**config.mk**
```make
export PLATFORM = sky130hd
export DESIGN_NAME = spi_byte_engine
export DESIGN_NICKNAME = d
export VERILOG_FILES = /design/src/common/sdspi_pkg.sv /design/src/spi_engine/spi_byte_engine.sv
export VERILOG_INCLUDE_DIRS = /design/src /design/src/common
export SDC_FILE = /design/constraint.sdc
export NUM_CORES = 1
export LEC_CHECK = 0
export ABC_AREA = 1
export BUFFER_PORTS_ARGS = -buffer_cell sky130_fd_sc_hd__buf_4
export CAP_MARGIN = 25
export CORE_MARGIN = 2
export CORE_UTILIZATION = 38
export CTS_CLUSTER_SIZE = 8
export DETAILED_ROUTE_END_ITERATION = 10
export HOLD_SLACK_MARGIN = 0.05
export PLACE_DENSITY_LB_ADDON = 0.15
export SYNTH_ARGS = -nofsm -noshare
export SYNTH_HDL_FRONTEND = slang
export SYNTH_SLANG_ARGS = --single-unit
```
**constraint.sdc**
```tcl
create_clock -name i_clk -period 2.2 [get_ports i_clk]
set_input_delay 0.11 -clock i_clk [delete_from_list [all_inputs] [get_ports i_clk]]
set_output_delay 0.11 -clock i_clk [all_outputs]
set_load 0.05 [all_outputs]
```
**src/common/sdspi_params.svh**
```systemverilog
`ifndef SDSPI_PARAMS_SVH
`define SDSPI_PARAMS_SVH

// FIFO depth is 2**SDSPI_FIFO_LOG2 bytes
`define SDSPI_FIFO_LOG2 9

// register byte offsets
`define SDSPI_ADDR_SCALER 12'h000
`define SDSPI_ADDR_WDOG   12'h008
`define SDSPI_ADDR_CTRL   12'h044
`define SDSPI_ADDR_TXDATA 12'h048
`define SDSPI_ADDR_RXDATA 12'h04C

`define SDSPI_IDLE_BYTE 8'hFF   // sent when the tx FIFO runs dry

`endif

```
**src/common/sdspi_pkg.sv**
```systemverilog
`default_nettype none

`include "sdspi_params.svh"

package sdspi_pkg;

    typedef logic [7:0] byte_t;                         // one serial byte
    typedef logic [`SDSPI_FIFO_LOG2:0] fifo_cnt_t;      // 0 .. depth
    typedef logic [15:0] scaler_t;                      // sclk half-period in i_clk cycles
    typedef logic [15:0] wdog_t;                        // start-bit wait, sclk periods
    typedef logic [15:0] byte_cnt_t;
    typedef logic [11:0] reg_addr_t;
    typedef logic [31:0] reg_data_t;
    typedef logic [6:0] crc7_t;

    // code is visible in CTRL bits 6:4
    typedef enum logic [2:0] {
        idle      = 3'd0,
        wait_edge = 3'd1,
        send_data = 3'd2,
        recv_data = 3'd3,
        ending    = 3'd5
    } spi_state_t;

endpackage

`default_nettype wire

```
**src/spi_engine/spi_byte_engine.sv**
```systemverilog
`timescale 1ns/1ps
`default_nettype none

`include "sdspi_params.svh"

module spi_byte_engine (
    input  wire                       i_clk,
    input  wire                       i_nrst,
    input  wire                       i_rise,
    input  wire                       i_fall,
    input  wire                       i_level,
    input  wire                       i_ctrl_we,
    input  wire sdspi_pkg::reg_data_t i_ctrl_wdata,
    input  wire sdspi_pkg::wdog_t     i_wdog,
    input  wire sdspi_pkg::byte_t     i_tx_data,
    input  wire                       i_tx_valid,
    input  wire                       i_miso,
    output logic                      o_tx_pop,
    output logic                      o_rx_push,
    output sdspi_pkg::byte_t          o_rx_data,
    output sdspi_pkg::spi_state_t     o_state,
    output sdspi_pkg::byte_cnt_t      o_bytes_left,
    output logic                      o_gen_crc,
    output logic                      o_rx_ena,
    output logic                      o_rx_synced,
    output logic                      o_sclk,
    output logic                      o_mosi,
    output logic                      o_cs_n
);

    sdspi_pkg::wdog_t  wdog_cnt;
    sdspi_pkg::byte_t  shift_reg;
    sdspi_pkg::byte_t  shift_next;
    sdspi_pkg::byte_t  tx_val;
    sdspi_pkg::byte_t  load_byte;
    sdspi_pkg::crc7_t  crc7;
    sdspi_pkg::crc7_t  crc7_next;
    logic [2:0]        bit_cnt;
    logic              cs;
    logic              crc_fb;
    logic              more_bytes;
    logic              byte_done;

    // CRC7 over x^7 + x^3 + 1 fed with the bit on the line
    assign crc_fb    = crc7[6] ^ shift_reg[7];
    assign crc7_next = {crc7[5:3], crc7[2] ^ crc_fb, crc7[1:0], crc_fb};

    assign shift_next = {shift_reg[6:0], o_rx_ena ? i_miso : 1'b1};
    assign load_byte  = i_tx_valid ? i_tx_data : `SDSPI_IDLE_BYTE;
    assign more_bytes = (o_bytes_left != '0);
    assign byte_done  = i_rise && (bit_cnt == 3'd0);

    assign o_tx_pop = !o_rx_ena && more_bytes && i_tx_valid
                      && ((o_state == sdspi_pkg::idle)
                          || (o_state == sdspi_pkg::send_data && byte_done));

    assign o_sclk = i_level & cs;
    assign o_mosi = o_rx_ena | shift_reg[7];               // high while receiving
    assign o_cs_n = ~cs;

    always_ff @(posedge i_clk or negedge i_nrst) begin
        if (!i_nrst) begin
            o_state      <= sdspi_pkg::idle;
            o_bytes_left <= '0;
            o_gen_crc    <= 1'b0;
            o_rx_ena     <= 1'b0;
            o_rx_synced  <= 1'b0;
            o_rx_push    <= 1'b0;
            o_rx_data    <= '0;
            wdog_cnt     <= '0;
            shift_reg    <= '1;
            tx_val       <= '1;
            crc7         <= '0;
            bit_cnt      <= '0;
            cs           <= 1'b0;
        end else begin
            o_rx_push <= 1'b0;
            // tx shifts on falling edges, rx samples on rising edges
            if (cs && ((i_fall && !o_rx_ena) || (i_rise && o_rx_ena))) begin
                shift_reg <= shift_next;
            end
            if (i_fall && cs) begin
                if (bit_cnt != 3'd0) begin
                    if (!o_rx_ena || o_rx_synced) begin
                        bit_cnt <= bit_cnt - 3'd1;
                    end
                end else begin
                    cs <= 1'b0;                            // dropped unless next byte reloads
                end
            end
            if (i_rise && cs && (!o_rx_ena || o_rx_synced)) begin
                crc7 <= crc7_next;
            end

            case (o_state)
                sdspi_pkg::idle: begin
                    wdog_cnt <= i_wdog;
                    if (more_bytes) begin
                        tx_val       <= load_byte;
                        o_bytes_left <= o_bytes_left - 16'd1;
                        crc7         <= '0;
                        o_state      <= sdspi_pkg::wait_edge;
                    end
                end
                sdspi_pkg::wait_edge: begin
                    if (i_fall) begin
                        cs        <= 1'b1;
                        bit_cnt   <= 3'd7;
                        shift_reg <= o_rx_ena ? 8'h00 : tx_val;
                        o_state   <= o_rx_ena ? sdspi_pkg::recv_data : sdspi_pkg::send_data;
                    end
                end
                sdspi_pkg::send_data: begin
                    if (byte_done) begin
                        if (more_bytes) begin
                            tx_val       <= load_byte;
                            o_bytes_left <= o_bytes_left - 16'd1;
                            o_state      <= sdspi_pkg::wait_edge;
                        end else if (o_gen_crc) begin
                            tx_val    <= {crc7_next, 1'b1};   // includes the last data bit
                            o_gen_crc <= 1'b0;
                            o_state   <= sdspi_pkg::wait_edge;
                        end else begin
                            o_state <= sdspi_pkg::ending;
                        end
                    end
                end
                sdspi_pkg::recv_data: begin
                    if (i_rise) begin
                        if (!o_rx_synced) begin
                            o_rx_synced <= ~i_miso;        // low bit is the byte's msb
                            if (wdog_cnt != '0) begin
                                wdog_cnt <= wdog_cnt - 16'd1;
                            end else if (i_wdog != '0) begin
                                o_rx_synced <= 1'b1;       // give up waiting
                            end
                        end
                        if (bit_cnt == 3'd0) begin
                            o_rx_push <= 1'b1;
                            o_rx_data <= shift_next;
                            if (more_bytes) begin
                                o_bytes_left <= o_bytes_left - 16'd1;
                                o_state      <= sdspi_pkg::wait_edge;
                            end else begin
                                o_state <= sdspi_pkg::ending;
                            end
                        end
                    end
                end
                sdspi_pkg::ending: begin
                    if (!cs) begin
                        o_state <= sdspi_pkg::idle;
                    end
                end
                default: o_state <= sdspi_pkg::idle;
            endcase

            if (i_ctrl_we) begin
                o_gen_crc    <= i_ctrl_wdata[7];
                o_rx_ena     <= i_ctrl_wdata[8];
                o_rx_synced  <= i_ctrl_wdata[9];
                o_bytes_left <= i_ctrl_wdata[31:16];   // nonzero starts a transfer
            end
        end
    end

endmodule

`default_nettype wire

```
After elaboration in Yosys (flattened, before gate mapping)
Index checks and enable logic that the tools add are counted.
W data, S select, Z words.
- add/sub/neg operators: 3
- equal/unequal tests: 17
- mux-type cells: 57
- bitwise logic cells: 6
- reduce and logical (&&, ||, !) cells: 35
- operators with widths (kind ; number):
    $mux W16 ; 8
    $mux W8 ; 9
    $pmux W16 S3 ; 1
    $reduce_bool A16 Y1 ; 3
    $mux W3 ; 14
    $pmux W16 S2 ; 1
    $sub A16 B1 Y16 const B ; 2
    $mux W7 ; 3
    $mux W1 ; 19
    $ne A2 B2 Y1 const B ; 9
    $pmux W8 S2 ; 1
    $pmux W3 S5 ; 1
    $ne A3 B3 Y1 const B ; 4
    $reduce_and A4 Y1 ; 3
    $reduce_bool A2 Y1 ; 6
    $logic_and A1 B1 Y1 ; 11
    $eq A3 B2 Y1 const B ; 2
    $logic_not A3 Y1 ; 2
    $reduce_and A3 Y1 ; 2
    $reduce_and A6 Y1 ; 1
    $reduce_bool A4 Y1 ; 1
    $eq A3 B1 Y1 const B ; 1
    $eq A3 B3 Y1 const B ; 1
    $logic_or A1 B1 Y1 ; 3
    other kinds (8) ; 10
- register bits: 74
- input port bits: 64

Longest topological paths before layout
Gate-level depths: netlist of the first run.
- depth after elaboration: 7
- gate-level depth with buffers: 12

Worst setup path after synthesis of the first run
OpenSTA, ideal clock, no wires.
- kind: reg2out
- start point: register o_state[1]
- end point: output o_tx_pop
- arrival: 2.169 ns
- setup slack: -0.079 ns
- stages on the path, launching flop included: 8
- cell sequence: dfrtp_1 -> inv_1 -> nor2_2 -> inv_2 -> nor2_1 -> buf_2 -> nand2_1 -> a21oi_1
- longest elaborated chain between the ends: 4
- elaborated cells between the ends (all ways): 5
- those cells by class: 1 x eq/ne; 4 x reduce/logical
- ends and longest elaborated chain (element ; RTL line ; text):
    from (decl) ; spi_byte_engine.sv:21 ; output sdspi_pkg::spi_state_t o_state,
    from (signal assigned) ; spi_byte_engine.sv:63 ; o_state <= sdspi_pkg::idle;
    from (signal assigned) ; spi_byte_engine.sv:102 ; o_state <= sdspi_pkg::wait_edge;
    from (signal assigned) ; spi_byte_engine.sv:110 ; o_state <= o_rx_ena ? sdspi_pkg::recv_data : sdspi_pkg::send_data;
    $eq A3 B2 Y1 ; spi_byte_engine.sv:55 ; || (o_state == sdspi_pkg::send_data && byte_done));
    $logic_and A1 B1 Y1 ; spi_byte_engine.sv:55 ;
    $logic_or A1 B1 Y1 * ; spi_byte_engine.sv:55 ;
    $logic_and A1 B1 Y1 * ; spi_byte_engine.sv:54 ; && ((o_state == sdspi_pkg::idle)
    to (decl) ; spi_byte_engine.sv:18 ; output logic o_tx_pop,
Every way passes the cells marked *; elsewhere a longest branch is shown, timed or not.

Worst setup path in the final report of the first run
- start point: register o_bytes_left[1]
- end point: output o_tx_pop
- longest elaborated chain between the ends: 4
- ends and longest elaborated chain (element ; RTL line ; text):
    from (decl) ; spi_byte_engine.sv:22 ; output sdspi_pkg::byte_cnt_t o_bytes_left,
    from (signal assigned) ; spi_byte_engine.sv:100 ; o_bytes_left <= o_bytes_left - 16'd1;
    from (signal assigned) ; spi_byte_engine.sv:117 ; o_bytes_left <= o_bytes_left - 16'd1;
    from (signal assigned) ; spi_byte_engine.sv:142 ; o_bytes_left <= o_bytes_left - 16'd1;
    $reduce_bool A16 Y1 ; spi_byte_engine.sv:50 ; assign more_bytes = (o_bytes_left != '0);
    $logic_and A1 B1 Y1 (2 in a row) ; spi_byte_engine.sv:53 ; assign o_tx_pop = !o_rx_ena && more_bytes && i_tx_valid
    $logic_and A1 B1 Y1 ; spi_byte_engine.sv:54 ;
No other way between the ends.

==> flow_metrics.env, run 1 <==
export IMPL_leakagePower_nw=3.06
export IMPL_placed_area_um2=5560
export IMPL_ant_nets=0
export IMPL_critPathMaxStageDelay_ps=390
export IMPL_antenna_cells=0
export IMPL_grt_max_degree=75
export IMPL_yosys_top_cells_count="nand2_1, nor2_1, inv_1"
export IMPL_avgRoutedWirePerCell_um=12.7
export IMPL_hold_path_startpoint="i_ctrl_wdata[19]"
export IMPL_hpwl_um=9360
export IMPL_top_level_ports=99
export IMPL_worstMarginPinSlew_ps=894
export IMPL_fin_setup_tns_ps=0
export IMPL_antenna_found_initial=0
export IMPL_dieWidth_um=116
export IMPL_rr_startpoint="o_bytes_left[1]"
export IMPL_status="finished, final reports clean"
export IMPL_synth_most_common_cell="nand2_1"
export IMPL_drtPass1Iterations=5
export IMPL_n_fill_cell=1269
export IMPL_min_delay_path_depth=3
export IMPL_synth_top_area_share=0.307
export IMPL_drv_cap=0
export IMPL_h_tree_depth=3
export IMPL_stdcell_area_um2=5920
export IMPL_drive_gt1_frac=0.211
export IMPL_cts_buffer_depth=2
export IMPL_power_density_nw_per_um2=1510
export IMPL_rsz0062_at_grt="no"
export IMPL_path_cells="inv_1, ha_1, nand2_1, nor2_1, nand2_1, nand3_1, a21oi_2, buf_4"
export IMPL_wl_met2_um=5500
export IMPL_cts_sinks=74
export IMPL_start_util=0.392
export IMPL_yosysSeqAreaShare=0.395
export IMPL_fin_skew_ps=6.71
export IMPL_die_height_um=116
export IMPL_synthArstFlopShare=1.00
export IMPL_required_ps=2090
export IMPL_synth_area_um2=4730
export IMPL_fin_nets=873
export IMPL_syn_area_per_cell_um2=6.67
export IMPL_cts_resized=0
export IMPL_worstRegToRegCells=11
export IMPL_fmax_ghz=0.511
export IMPL_drc_errors=0
export IMPL_clk_latency_ps=340
export IMPL_path_clk_slew_ps=60
export IMPL_highest_layer="met4"
export IMPL_synth_ff_type="dfrtp_1"
export IMPL_synth_edf_count=0
export IMPL_gp_congestion=0.865
export IMPL_core_area_um2=12100
export IMPL_ir_worst_vdd_mv=0.697
export IMPL_hold_viol=0
export IMPL_drv_slew=0
export IMPL_worstSetupPathType="reg -> out"
export IMPL_synth_area_leaders="dfrtp_1, nand2_1, dfstp_2"
export IMPL_first_iter_violations=251
export IMPL_wl_met1_um=6120
export IMPL_post_cts_setup_buffers=0
export IMPL_cp_max_fo=4
export IMPL_end_kind="output port"
export IMPL_postCtsHoldBufs=5
export IMPL_worstHoldPathType="in -> reg"
export IMPL_synth_seq_cells=74
export IMPL_grt_pass1_vias=4441
export IMPL_via_per_inst=4.74
export IMPL_cts_tree="built"
export IMPL_grt_pass1_wl_um=20900
export IMPL_cp_slowest_cell="dfrtp_1"
export IMPL_routed_wl_met3_um=614
export IMPL_die_area_um2=13400
export IMPL_startpoint="o_bytes_left[1]"
export IMPL_startpoint_type="flop"
export IMPL_clockRootBuffer="clkbuf_16"
export IMPL_maxSlewHeadroom=0.400
export IMPL_finalCritPeriodShare=0.890
export IMPL_synth_net_count=779
export IMPL_yosysTopAreaCell="dfrtp_1"
export IMPL_fin_crit_ps=1960
export IMPL_top_regs="o_bytes_left x16, wdog_cnt x16"
export IMPL_grtUsageTotal=0.197
export IMPL_vias=4635
export IMPL_setup_viol=0
export IMPL_grt_ovfl_total=0
export IMPL_synthCells=710
export IMPL_port_buffers=85
export IMPL_fp_row_count=40
export IMPL_area_growth_synth_to_final_pct=25.0
export IMPL_yosys_warnings=0
export IMPL_place_inst=956
export IMPL_cp_arrival_ps=1850
export IMPL_stdcell_count=977
export IMPL_cpMostUsedCell="nand2_1"
export IMPL_synth_cell_types=32
export IMPL_cts_buffers=9
export IMPL_drt_total_wl_um=12400
placed cells by master (no fill, tap or decap), drive strengths merged, types with 5 or more instances in the layout:
cell type and instances:
nand2 270, dfrtp 58, nor2 92, ha 5
buf 93, inv 84, dlygate4sd3 5, nor3 8
nand3 58, o21ai 52, dfstp 16, or2 14
a21oi 12, clkbuf 10, o211ai 8, nand4 5
critical path: cells and delay by family, from the launching register on:
| family | cells | cell delay [ps] |
|---|---|---|
| AO/OA/AOI/OAI | 1 | 40 |
| adder cells (fa/ha/maj) | 1 | 210 |
| buffers and inverters | 2 | 310 |
| flip-flops | 1 | 390 |
| AND/OR/NAND/NOR | 4 | 550 |
path summary, 6_finish.rpt:
path,to,slack (ps)
worst max-delay path,o_tx_pop,240
worst min-delay path,o_bytes_left[3],60
worst max register to register,o_bytes_left[12],250
worst min register to register,shift_reg[5],470
max in group asynchronous,shift_reg[1],1510
min in group asynchronous,wdog_cnt[11],310
logic make-up after synthesis:
kind of cell    count (synthesis)  share of synthesized area
fa+ha+maj                       5                     0.0132
compound gates                 83                     0.0968
flops                          74                      0.395
buf+inv                        95                     0.0833
simple gates                  451                      0.408
xor+xnor                        2                    0.00370
final cells by class:
| class | count | area, um^2 | share of cell area |
|---|---|---|---|
| clock inverters | 6 | 52.6 | 0.00888 |
| inverters | 80 | 300 | 0.0508 |
| flip-flops and latches | 74 | 1870 | 0.316 |
| well taps | 168 | 210 | 0.0355 |
| multi-input cells | 541 | 2470 | 0.418 |
| repair buffers | 98 | 761 | 0.129 |
| clock buffers | 10 | 250 | 0.0423 |
layer usage:
metal  up-vias  track usage
met1      2094        0.269
met2       100        0.315
li1       2432            -
met3         9       0.0434
met4         0       0.0562
met5         -            0
where the power goes:
part           leakage [nW]  internal (mW)  total [mW]  switching (mW)
registers             0.868           2.10        2.71           0.611
clock network         0.151          0.856        1.51           0.657
logic                  2.04           1.53        4.70            3.17
per-stage QoR:
step,util,hold WS (ps),worst slack (ps),power [mW]
after CTS,0.491,63.2,236,8.98
after floorplan,-,-186,216,6.16
after global placement,0.461,163,331,7.34
after detailed placement,0.461,165,263,7.43
after global routing,0.491,91.2,69.1,9.72
final,0.491,64.7,243,8.93
No activity file was read; power rests on OpenSTA's default activity.
==> run 2: changes to the inputs <==
--- a/config.mk
+++ b/config.mk
@@ -13,6 +13,7 @@
 export CORE_UTILIZATION = 38
 export CTS_CLUSTER_SIZE = 8
 export DETAILED_ROUTE_END_ITERATION = 10
+export GPL_TIMING_DRIVEN = 0
 export HOLD_SLACK_MARGIN = 0.05
 export PLACE_DENSITY_LB_ADDON = 0.15
 export SYNTH_ARGS = -nofsm -noshare
==> constraint.sdc (replaced) <==
create_clock -name i_clk -period 2.29 [get_ports i_clk]
set_input_delay 0.1145 -clock i_clk [delete_from_list [all_inputs] [get_ports i_clk]]
set_output_delay 0.1145 -clock i_clk [all_outputs]
set_load 0.05 [all_outputs]
==> run 2 against run 1 <==
  * Largest power group unchanged
  * Critical endpoint unchanged
  * Non-clock buffer count grew 7
  * Final area grew 0.76%
  * Routed wire length grew 2.8%
  * Clock power is essentially flat
  * Via count grew 2.0%
  * Setup slack lost 79 ps
  * Combinational power shrank 2%
==> flow_metrics.env, run 2 (synthesis gave the netlist of run 1 again) <==
export IMPL_avgRoutedWirePerCell_um=12.9
export IMPL_drv_slew=0
export IMPL_hpwl_um=9520
export IMPL_drtPass1Iterations=4
export IMPL_clockRootBuffer="clkbuf_16"
export IMPL_core_area_um2=12100
export IMPL_vias=4727
export IMPL_setup_ws_ps=164
export IMPL_met3_usage=0.0361
export IMPL_worstSetupPathType="reg -> out"
export IMPL_regArea_um2=1870
export IMPL_stdcell_count=984
export IMPL_cts_buffers=9
export IMPL_grtUsageTotal=0.200
export IMPL_drive_gt1_frac=0.211
export IMPL_holdWs_ps=63.6
export IMPL_h_tree_depth=3
export IMPL_gp_congestion=0.893
export IMPL_status="finished, final reports clean"
export IMPL_fin_nets=880
export IMPL_cts_sinks=74
export IMPL_path_cells="inv_1, nor2_2, inv_2, nor2_1, buf_2, nand2_1, a21oi_1, buf_4"
export IMPL_final_common_cell="nand2_1"
export IMPL_crit_buf_inv=4
export IMPL_required_ps=2180
export IMPL_top_level_ports=99
export IMPL_cp_slowest_cell="dfrtp_1"
export IMPL_cts_tree="built"
export IMPL_final_cell_mix="nand2_1, buf_4, nor2_1, inv_1, dfrtp_1"
export IMPL_clk_latency_ps=340
export IMPL_antenna_cells=0
export IMPL_stdcell_area_um2=5960
export IMPL_fin_setup_tns_ps=0
export IMPL_finalCritPeriodShare=0.928
export IMPL_worstMarginPinSlew_ps=518
export IMPL_grt_pass1_vias=4457
export IMPL_gr_usage_met2=0.318
export IMPL_first_iter_violations=246
export IMPL_rsz0062_at_grt="no"
export IMPL_maxSlewHeadroom=0.655
export IMPL_worstHoldPathType="in -> reg"
export IMPL_cts_buffer_depth=2
export IMPL_area_growth_synth_to_final_pct=26.0
export IMPL_end_kind="output port"
export IMPL_pre_cts_ws_ps=187
export IMPL_grt_pass1_wl_um=21000
export IMPL_path_clk_slew_ps=60
export IMPL_grt_max_degree=75
export IMPL_fp_row_count=40
export IMPL_top_regs="o_bytes_left x16, wdog_cnt x16"
export IMPL_start_util=0.392
export IMPL_drv_cap=0
export IMPL_fmax_ghz=0.470
export IMPL_die_area_um2=13400
export IMPL_drc_errors=0
export IMPL_globalRouteMet1Util=0.269
export IMPL_hold_viol=0
export IMPL_multi_input_area_um2=2470
export IMPL_cp_max_fo=10
export IMPL_drt_total_wl_um=12700
export IMPL_critPathMaxStageDelay_ps=410
export IMPL_fin_skew_ps=6.81
export IMPL_dieWidth_um=116
export IMPL_ant_nets=0
export IMPL_grt_busiest_layer="met2"
export IMPL_totalPowerFinal_mw=8.73
export IMPL_port_buffers=84
export IMPL_grt_ovfl_total=0
export IMPL_placed_area_um2=5570
export IMPL_post_route_util=0.494
export IMPL_die_height_um=116
export IMPL_leakagePower_nw=3.07
export IMPL_n_fill_cell=1217
export IMPL_setup_viol=0
export IMPL_startpoint_type="flop"
export IMPL_critical_path_top_delay_family="buffers and inverters"
export IMPL_cp_arrival_ps=2010
export IMPL_fin_crit_ps=2130
export IMPL_ir_worst_vdd_mv=0.961
export IMPL_place_inst=962
export IMPL_power_density_nw_per_um2=1460
export IMPL_antenna_found_initial=0
export IMPL_via_per_inst=4.80
==> run 2: cell types whose count changed in the layout (fill, tap and decap cells not counted), moves of 2 or more <==
cell	change
buf_6	+4
buf_2	+6
inv_6	-2
clkbuf_1	+6
bufinv_16	+2
clkinvlp_4	+2
buf_4	-8
==> run 2: power breakdown <==
| part | internal [mW] | switching [mW] | total [mW] |
|---|---|---|---|
| logic | 1.50 | 3.10 | 4.60 |
| registers | 2.02 | 0.588 | 2.61 |
| clock network | 0.956 | 0.567 | 1.52 |
| total | 4.47 | 4.26 | 8.73 |
==> run 2: routing by layer <==
metal / up-vias / part of all wire
met3: 18 / 0.050
met1: 2144 / 0.49
li1: 2447 / -
met4: 0 / 0.021
met5: - / 0
met2: 118 / 0.44
==> run 2: layout make-up <==
cell class                      count  area share
Multi-Input combinational cell    541       0.414
Clock inverter                      6      0.0149
Sequential cell                    74       0.314
Inverter                           80      0.0504
Timing Repair Buffer               90       0.118
Buffer                             15      0.0157
Clock buffer                       10      0.0384
Tap cell                          168      0.0353
==> run 2: timing repair <==
action                                  CTS  global route
setup buffers                             0             0
endpoints found under the setup margin    0            13
endpoints found under the hold margin    62             0
hold buffers                              5             0
resized for setup                         0             1
==> run 2: final timing paths <==
kind / startpoint / to / slack, ps / cells after the start
worst max register to register: o_bytes_left[0] / o_bytes_left[14] / 250 / 12
worst min register to register: tx_val[3] / tx_val[3] / 470 / 2
worst min-delay path: i_ctrl_wdata[23] / o_bytes_left[7] / 60 / 5
max in group asynchronous: i_nrst / tx_val[3] / 1370 / 3
min in group asynchronous: i_nrst / wdog_cnt[9] / 270 / 2
worst max-delay path: o_state[1] / o_tx_pop / 160 / 8
==> run 2: worst reg2reg max path, delay by kind of cell (launching register included) <==
family,cells,cell delay (ps)
AND/OR/NAND/NOR,8,880
buffers and inverters,3,400
adder cells (fa/ha/maj),1,210
flip-flops,1,440
